[src/hw/fpCvtPkg.sv]
/*
  Shared items of the float to integer conversion unit
  Opcode enum, operand and result widths, format field widths, exponent biases
*/

`default_nettype none

package fpCvtPkg;

  // ##############################
  // Operations
  // ##############################

  typedef enum logic [2:0] {
    opSngToI32 = 3'd0,
    opSngToI64 = 3'd1,
    opDblToI32 = 3'd2,
    opDblToI64 = 3'd3,
    opExtToI32 = 3'd4,
    opExtToI64 = 3'd5,
    opRawToI64 = 3'd6
  } cvtOpE;

  // ##############################
  // Widths
  // ##############################

  localparam int OPND_W = 80;   // Extended operand, smaller formats sit in the low bits
  localparam int RES_W  = 64;

  // Single precision fields
  localparam int SNG_EXP_W = 8;
  localparam int SNG_MAN_W = 23;

  // Double precision fields
  localparam int DBL_EXP_W = 11;
  localparam int DBL_MAN_W = 52;

  // Extended precision, mantissa has explicit integer bit
  localparam int EXT_EXP_W = 15;
  localparam int EXT_MAN_W = 64;

  // ##############################
  // Exponent biases
  // ##############################

  localparam int SNG_BIAS = 127;
  localparam int DBL_BIAS = 1023;
  localparam int EXT_BIAS = 16383;  // Internal exponent is always in this bias

endpackage

`default_nettype wire

[src/hw/cvtIssueCtrl.sv]
/*
  Issue control of the conversion unit
  Opcode decode to format flags, valid and 32-bit flag pipe under stall
*/

`timescale 1ns/1ns
`default_nettype none

module cvtIssueCtrl
  import fpCvtPkg::*;
(
  input  logic  clk,
  input  logic  rst,
  input  logic  valid,
  input  logic  stall,
  input  cvtOpE op,
  output logic  isSng,
  output logic  isDbl,
  output logic  isExt,
  output logic  isRaw,
  output logic  is32Out,
  output logic  resValid
);

  logic is32;
  logic vldQ1;
  logic vldQ2;
  logic is32Q1;

  // ##############################
  // Opcode decode
  // ##############################

  always_comb begin
    isSng = 1'b0;
    isDbl = 1'b0;
    isExt = 1'b0;
    isRaw = 1'b0;
    is32  = 1'b0;
    case (op)
      opSngToI32: begin isSng = 1'b1; is32 = 1'b1; end
      opSngToI64: isSng = 1'b1;
      opDblToI32: begin isDbl = 1'b1; is32 = 1'b1; end
      opDblToI64: isDbl = 1'b1;
      opExtToI32: begin isExt = 1'b1; is32 = 1'b1; end
      opExtToI64: isExt = 1'b1;
      opRawToI64: isRaw = 1'b1;
      default:    ;  // Unused encoding, no format selected
    endcase
  end

  // ##############################
  // Valid pipe
  // ##############################

  // Same enable as the shifter stages, so flags stay aligned with data
  always_ff @(posedge clk) begin
    if (rst) begin
      vldQ1  <= 1'b0;
      vldQ2  <= 1'b0;
      is32Q1 <= 1'b0;
    end else if (!stall) begin
      vldQ1  <= valid;
      is32Q1 <= is32;   // Used by shifter stage 2
      vldQ2  <= vldQ1;
    end
  end

  assign resValid = vldQ2;
  assign is32Out  = is32Q1;

  // Unpack relies on exactly one format per accepted operation
  assert property (@(posedge clk) disable iff (rst)
    valid |-> $onehot({isSng, isDbl, isExt, isRaw}));

  // A frozen pipe must not complete anything
  assert property (@(posedge clk) disable iff (rst)
    stall |=> !$rose(resValid));

endmodule

`default_nettype wire

[src/hw/fpOperandUnpack.sv]
/*
  Operand unpack for float to integer conversion
  Sign, mantissa with hidden one, rebiased exponent, shift amount, range flags
*/

`timescale 1ns/1ns
`default_nettype none

module fpOperandUnpack
  import fpCvtPkg::*;
(
  input  logic [OPND_W-1:0]    operand,
  input  logic                 isSng,
  input  logic                 isDbl,
  input  logic                 isExt,
  input  logic                 isRaw,
  output logic                 sign,
  output logic [EXT_MAN_W-1:0] mant,
  output logic [6:0]           rshift,
  output logic                 tooBig,
  output logic                 tooSmall
);

  localparam int SNG_PAD = EXT_MAN_W - 1 - SNG_MAN_W;  // 40 zeros below single fraction
  localparam int DBL_PAD = EXT_MAN_W - 1 - DBL_MAN_W;  // 11 zeros below double fraction

  logic [EXT_EXP_W-1:0] exp15;     // Exponent in extended bias
  logic                 expZero;
  logic                 expOnes;
  logic [EXT_EXP_W+1:0] unb;       // Unbiased exponent, MSB is the sign

  // ##############################
  // Field extraction
  // ##############################

  always_comb begin
    sign    = 1'b0;
    mant    = operand[EXT_MAN_W-1:0];  // Raw passes the low bits as they are
    exp15   = '0;
    expZero = 1'b0;
    expOnes = 1'b0;
    if (isSng) begin
      sign    = operand[SNG_EXP_W+SNG_MAN_W];
      exp15   = EXT_EXP_W'(operand[SNG_MAN_W +: SNG_EXP_W]) + EXT_EXP_W'(EXT_BIAS - SNG_BIAS);
      expZero = (operand[SNG_MAN_W +: SNG_EXP_W] == '0);
      expOnes = &operand[SNG_MAN_W +: SNG_EXP_W];
      mant    = {1'b1, operand[SNG_MAN_W-1:0], {SNG_PAD{1'b0}}};
    end else if (isDbl) begin
      sign    = operand[DBL_EXP_W+DBL_MAN_W];
      exp15   = EXT_EXP_W'(operand[DBL_MAN_W +: DBL_EXP_W]) + EXT_EXP_W'(EXT_BIAS - DBL_BIAS);
      expZero = (operand[DBL_MAN_W +: DBL_EXP_W] == '0);
      expOnes = &operand[DBL_MAN_W +: DBL_EXP_W];
      mant    = {1'b1, operand[DBL_MAN_W-1:0], {DBL_PAD{1'b0}}};
    end else if (isExt) begin
      sign    = operand[OPND_W-1];
      exp15   = operand[EXT_MAN_W +: EXT_EXP_W];  // Already in extended bias
      expZero = (exp15 == '0);
      expOnes = &exp15;
    end
    if (expZero) begin
      mant = '0;  // Denormals count as zero
    end
  end

  assign unb = {2'b00, exp15} - (EXT_EXP_W+2)'(EXT_BIAS);

  // ##############################
  // Shift amount and range
  // ##############################

  // rshift = 63 - unb, only meaningful for 0 <= unb <= 62
  always_comb begin
    tooBig   = 1'b0;
    tooSmall = 1'b0;
    rshift   = 7'd0;
    if (!isRaw && !expZero) begin
      if (expOnes || (!unb[EXT_EXP_W+1] && unb >= (EXT_EXP_W+2)'(63))) begin
        tooBig = 1'b1;  // Inf, NaN or magnitude of 2^63 and up
      end else if (unb[EXT_EXP_W+1]) begin
        tooSmall = 1'b1;
        rshift   = 7'd64;  // Clamped
      end else begin
        rshift = {1'b0, ~unb[5:0]};
      end
    end
  end

endmodule

`default_nettype wire

[src/hw/fpToIntShifter.sv]
/*
  Conversion datapath, two stages
  Two's complement, coarse byte shift, fine bit shift, result select and 32-bit mask
*/

`timescale 1ns/1ns
`default_nettype none

module fpToIntShifter
  import fpCvtPkg::*;
(
  input  logic             clk,
  input  logic             rst,
  input  logic             stall,
  input  logic             is32,      // Aligned with stage 1 registers
  input  logic             sign,
  input  logic [RES_W-1:0] mant,
  input  logic [6:0]       rshift,
  input  logic             tooBig,
  input  logic             tooSmall,
  output logic [RES_W-1:0] result,
  output logic             overflow
);

  localparam int WIDE_W = RES_W + 8;  // Room for the bits the fine shift still pulls in

  logic [RES_W:0]           mag;
  logic [RES_W:0]           twos;
  logic signed [WIDE_W-1:0] wide;
  logic signed [WIDE_W-1:0] coarse;

  logic signed [WIDE_W-1:0] coarseQ;
  logic [2:0]               fineQ;
  logic                     signQ;
  logic                     bigQ;
  logic                     smallQ;

  logic signed [WIDE_W-1:0] fine;
  logic [RES_W-1:0]         resNext;
  logic                     ovfNext;

  // ##############################
  // Stage 1
  // ##############################

  // 65 bits so that a full 64-bit mantissa still negates cleanly
  assign mag  = {1'b0, mant};
  assign twos = sign ? (~mag + (RES_W+1)'(1)) : mag;

  // Fill from the two's complement MSB, so negative zero stays zero
  assign wide   = {{(WIDE_W-RES_W-1){twos[RES_W]}}, twos};
  assign coarse = wide >>> {rshift[5:3], 3'b000};  // Byte steps

  always_ff @(posedge clk) begin
    if (rst) begin
      bigQ   <= 1'b0;
      smallQ <= 1'b0;
    end else if (!stall) begin
      bigQ   <= tooBig;
      smallQ <= tooSmall | rshift[6];  // Shift of 64 leaves only the fill
    end
  end

  always_ff @(posedge clk) begin
    if (!stall) begin
      coarseQ <= coarse;
      fineQ   <= rshift[2:0];
      signQ   <= sign;
    end
  end

  // ##############################
  // Stage 2
  // ##############################

  assign fine = coarseQ >>> fineQ;  // Bit steps, 0 to 7

  always_comb begin
    ovfNext = 1'b0;
    if (bigQ) begin
      resNext = '0;
      ovfNext = 1'b1;
    end else if (smallQ) begin
      resNext = {RES_W{signQ}};  // Floor of a fraction is 0 or -1
    end else begin
      resNext = fine[RES_W-1:0];
    end
    // 32-bit ops keep only the low word
    if (is32) begin
      resNext[RES_W-1:RES_W/2] = '0;
    end
  end

  always_ff @(posedge clk) begin
    if (rst) begin
      result   <= '0;
      overflow <= 1'b0;
    end else if (!stall) begin
      result   <= resNext;
      overflow <= ovfNext;
    end
  end

  // Unpack never flags an operand as both out of range high and low
  assert property (@(posedge clk) disable iff (rst)
    !(bigQ && smallQ));

endmodule

`default_nettype wire

[src/hw/fpCvtUnit.sv]
/*
  Float to integer conversion unit, top level
  Issue control, operand unpack and the two-stage shifter
*/

`timescale 1ns/1ns
`default_nettype none

module fpCvtUnit
  import fpCvtPkg::*;
#(
  parameter int RES_W = fpCvtPkg::RES_W
) (
  input  logic              clk,
  input  logic              rst,
  input  logic              valid,
  input  logic              stall,
  input  cvtOpE             op,
  input  logic [OPND_W-1:0] operand,
  output logic              resValid,
  output logic [RES_W-1:0]  result,
  output logic              overflow
);

  // Format flags, same cycle as the operand
  logic isSng;
  logic isDbl;
  logic isExt;
  logic isRaw;
  logic is32;

  // Unpacked operand
  logic                 sign;
  logic [EXT_MAN_W-1:0] mant;
  logic [6:0]           rshift;
  logic                 tooBig;
  logic                 tooSmall;

  cvtIssueCtrl cvtIssueCtrl_i (
    .clk      (clk),
    .rst      (rst),
    .valid    (valid),
    .stall    (stall),
    .op       (op),
    .isSng    (isSng),
    .isDbl    (isDbl),
    .isExt    (isExt),
    .isRaw    (isRaw),
    .is32Out  (is32),
    .resValid (resValid)
  );

  fpOperandUnpack fpOperandUnpack_i (
    .operand  (operand),
    .isSng    (isSng),
    .isDbl    (isDbl),
    .isExt    (isExt),
    .isRaw    (isRaw),
    .sign     (sign),
    .mant     (mant),
    .rshift   (rshift),
    .tooBig   (tooBig),
    .tooSmall (tooSmall)
  );

  fpToIntShifter fpToIntShifter_i (
    .clk      (clk),
    .rst      (rst),
    .stall    (stall),
    .is32     (is32),
    .sign     (sign),
    .mant     (mant),
    .rshift   (rshift),
    .tooBig   (tooBig),
    .tooSmall (tooSmall),
    .result   (result),
    .overflow (overflow)
  );

endmodule

`default_nettype wire

[config.mk]
export PLATFORM = sky130hd
export DESIGN_NAME = fpCvtUnit
export DESIGN_NICKNAME = d
export VERILOG_FILES = /design/src/hw/fpCvtPkg.sv /design/src/hw/cvtIssueCtrl.sv /design/src/hw/fpOperandUnpack.sv /design/src/hw/fpToIntShifter.sv /design/src/hw/fpCvtUnit.sv
export SDC_FILE = /design/constraint.sdc
export NUM_CORES = 1
export LEC_CHECK = 0
export ABC_AREA = 0
export BUFFER_PORTS_ARGS = -buffer_cell sky130_fd_sc_hd__buf_2
export CORE_MARGIN = 2
export CORE_UTILIZATION = 50
export CTS_CLUSTER_DIAMETER = 120
export DETAILED_ROUTE_END_ITERATION = 8
export GPL_TIMING_DRIVEN = 0
export PLACE_DENSITY_LB_ADDON = 0.05
export SYNTH_ARGS = -nofsm -noshare
export SYNTH_HDL_FRONTEND = slang
export SYNTH_SLANG_ARGS = --single-unit
[constraint.sdc]
create_clock -name clk -period 4.6 [get_ports clk]
set_input_delay 0.92 -clock clk [delete_from_list [all_inputs] [get_ports clk]]
set_output_delay 0.92 -clock clk [all_outputs]
set_load 0.03 [all_outputs]
==> key figures <==
STA
  – Slew Limit Fails: 0
  – Slew margin rel.: 27.9%
  – Fin crit period: 4.61 ns
  – Part of the cycle the worst path needs: 100%
  – Setup violators final: 3
  – Max frequency: 0.217 GHz
  – Hold Violations, Final: 0
  – Final worst setup slack: -0.0149 ns
  – Clk_skew: roughly 0.012 ns
  – Worst Tran Pin Value: 1.07 ns
  – RSZ-0062 raised after global routing: yes

Synth
  – Syn_area_per_cell: 7.37 µm²
  – EDFF count, synth: 69
  – Post-synthesis sequential area ratio: between 20 and 30%
  – Ys flop type: dfxtp_1
  – Unique masters post-synth: 83
  – YS warnings: 0
  – Synth top area share: 15.4%
  – Top cells by count, synth: 251 x nand2_1, 195 x nor2_1, 169 x a21oi_1
  – Synthesized area: 13,500 µm²
  – Post-Syn Instances: about 1,800
  – Synth area leaders: edfxtp_1 15%, dfxtp_1 10%, mux2i_1 10%, nand2_1 7.0%, mux2_2 6.3%
  – #FFs+latches synth: about 140
  – Area leader, netlist: edfxtp_1
  – Post-synth ARST share: 0%
  – Syn_nets: 1,921
  – Count leader, synth: nand2_1

Placement
  – GPL Wtd Cong: about 1.1
  – Place WS: -2.46 ns
  – HPWL after DPL: 49,000 µm
  – Port Buffer Count: between 150 and 200
  – Dpl cell area: 14,700 µm²
  – Inst Count DP: 2,324

Outcome
  – Failing checks: setup timing
  – Outcome: finished, violations left

Floorplan
  – Core Area: 26,700 µm²
  – DIE WIDTH: 168 µm
  – Die area: 28,300 µm²
  – Row Count: 60
  – Die Ht: between 150 and 200 µm
  – Initial core utilization: roughly 50%
  – I/O Pins: 153

Routing
  – Final wirelength: 63,600 µm
  – Vias post-DR: between 15,000 and 20,000
  – DR iter-0 viols: between 2,000 and 2,500
  – Avg WL per Cell: 26.6 µm
  – Post-route ant nets: 0
  – Drt pass-1 iters: 6
  – Drt drc: 0
  – Via density: 6.89

Clock network
  – CTS H-tree depth: 4
  – Root Buffer: clkbuf_16
  – Clk sinks: 139
  – Clock-pin transition on the worst setup and hold timing paths: 0.06 ns
  – CTS Hold Bufs: 0
  – Inserted Clock Buffers: 17
  – CTS tree: done
  – Clk buf depth: 2
  – Later-pin clock latency in the skew report: 0.43 ns

Power
  – Cell Int Power: 2.89 mW
  – Leak: 6.58 nW
  – Switch Pwr: 1.88 mW
  – VDD IR max: 278 µV
  – PwrDens: around 290 nW/µm²
  – Gate power share: 39.9%
  – Pwr Total: around 4.8 mW
  – Sequential Power Share: 32.3%
  – Switching Fraction: between 30% and 40%
  – Power share of the clock group: 27.8%

Global routing
  – Grt total ovfl: 0
  – Vias in the first global route: about 15,000
  – GRT Total Usage: 43.6%
  – First-pass GRT wire length: 93,300 µm
  – Largest net degree at the start of global routing: 52
  – Antenna violations before repair: 0

Finish
  – Nets: 2,126
  – N_diodes: 0
  – Non-filler instance count after layout: 2,390
  – Fraction of layout cells with a size suffix above 1: 24.7%
  – Layout area overhead: 23.2%
  – Final Cell Area: 16,600 µm²

Worst setup path
  – CP Launch Type: primary input
  – Critical path class: primary input to flip-flop
  – Arrival time worst endpoint: 4.79 ns
  – Critical Path End Type: flip-flop
  – Crit Path Max Fanout: 10
  – WP data required: approximately 4.8 ns

Hold path
  – Hold WC Path Type: flip-flop to flip-flop

Flow run
  – Max_cap viols: 0
[logic make-up (layout without fill, tap and decap cells)]
group | Yosys count | count (layout) | synth area share [%]
XOR/XNOR | 23 | 23 | 1.49
multiplexers | 212 | 212 | 16.5
AND/OR/NAND/NOR | 720 | 720 | 24.5
flip-flops | 139 | 139 | 25.8
adder cells (fa/ha/maj) | 3 | 3 | 0.278
buffers and inverters | 169 | 387 | 5.34
AO/OA/AOI/OAI | 565 | 565 | 26.1
[layout by cell type, fill, tap and decap left out, types with 10 or more instances in the layout]
master / n
o211ai_1: 15
xor2_1: 10
or3_1: 10
nor4_1: 17
edfxtp_1: 69
clkbuf_4: 17
o21ai_0: 140
nand2_1: 250
o21a_1: 15
nand4_1: 20
a22oi_1: 17
o21ai_1: 12
a211oi_1: 13
nand2b_1: 10
a31oi_1: 15
dfxtp_1: 70
a21oi_1: 159
clkbuf_2: 21
clkbuf_1: 72
clkbuf_16: 19
nor2_1: 191
mux2_2: 73
nand3_1: 42
nor3_1: 82
o31ai_1: 39
buf_2: 172
mux2i_2: 19
buf_4: 39
and3_1: 16
mux2i_1: 94
and2_1: 21
mux2i_4: 22
xnor2_1: 12
a21o_1: 18
[what timing repair did]
item	CTS	global route
pin swaps	11	15
cloned	0	2
endpoints found under the setup margin	67	64
setup buffers	17	20
resized for setup	151	105
[critical path, cell delays in order]
cell and delay (ns):
buf_6 0.08, buf_8 0.11, buf_12 0.12, buf_6 0.16, buf_2 0.23, clkbuf_4 0.26, clkbuf_4 0.26, buf_2 0.26
buf_2 0.29, nor2_1 0.09, a21oi_2 0.31, nand4_1 0.30, o31ai_1 0.48, xnor2_1 0.20, a31o_1 0.26, nor2_1 0.06
a21oi_1 0.38
[per-stage QoR]
stage / hold WS, ns / util, % / setup TNS [ns]
2_1_floorplan: 0.460 / - / 0
3_3_place_gp: 0.449 / 55.0 / -116.19
3_5_place_dp: 0.452 / 55.1 / -113.14
4_1_cts: 0.462 / 59.9 / -0.0244
5_1_grt: 0.471 / 62.2 / -1.07
6_report: 0.460 / 62.2 / -0.0348
[power by group through the flow]
stage                     Clock (mW)  Combinational (mW)  Sequential (mW)
after floorplan                    0               0.975             1.64
after global placement             0                1.63             1.56
after detailed placement           0                1.64             1.56
after CTS                       1.32                1.75             1.54
after global routing            1.37                2.00             1.55
final                           1.33                1.90             1.54
[state kept, by name (all words and copies together), names as in the netlist]
| register | flops |
|---|---|
| fpToIntShifter_i.coarseQ | 65 |
| fpToIntShifter_i.result | 64 |
| fpToIntShifter_i.fineQ | 3 |
| cvtIssueCtrl_i.is32Out | 1 |
| cvtIssueCtrl_i.resValid | 1 |
| cvtIssueCtrl_i.vldQ1 | 1 |
| fpToIntShifter_i.bigQ | 1 |
| fpToIntShifter_i.overflow | 1 |
| fpToIntShifter_i.signQ | 1 |
| fpToIntShifter_i.smallQ | 1 |
[routing by layer]
layer  share of wire [%]  routed length (µm)  track usage, %  vias to the layer above
met3                 9.5                6030            6.61                      332
met1                  36               22700            50.6                     7602
met5                   0                   0               0                        -
met2                  45               28700            72.4                     1319
met4                 9.8                6220            34.0                        0
li1                    -                   -               -                     7220
[final timing paths]
kind	startpoint	end	slack (ns)	cells after the start
worst max-delay path	op[2]	fpToIntShifter_i.coarseQ[63]	-0.01	17
worst min-delay path	fpToIntShifter_i.result[18]	fpToIntShifter_i.result[18]	0.46	2
worst max register to register	fpToIntShifter_i.smallQ	fpToIntShifter_i.result[59]	1.44	6
worst min register to register	fpToIntShifter_i.result[18]	fpToIntShifter_i.result[18]	0.46	2
[final cells by class]
type / count / area (µm²)
Clock inverter: 14 / 134
Multi-Input combinational cell: 1523 / 10200
Buffer: 153 / 816
Clock buffer: 18 / 439
Tap cell: 341 / 427
Timing Repair Buffer: 191 / 1120
Inverter: 11 / 43.8
Sequential cell: 139 / 3470
Fill cell: 2399 / 10100
Power figures use the tool's default switching activity.
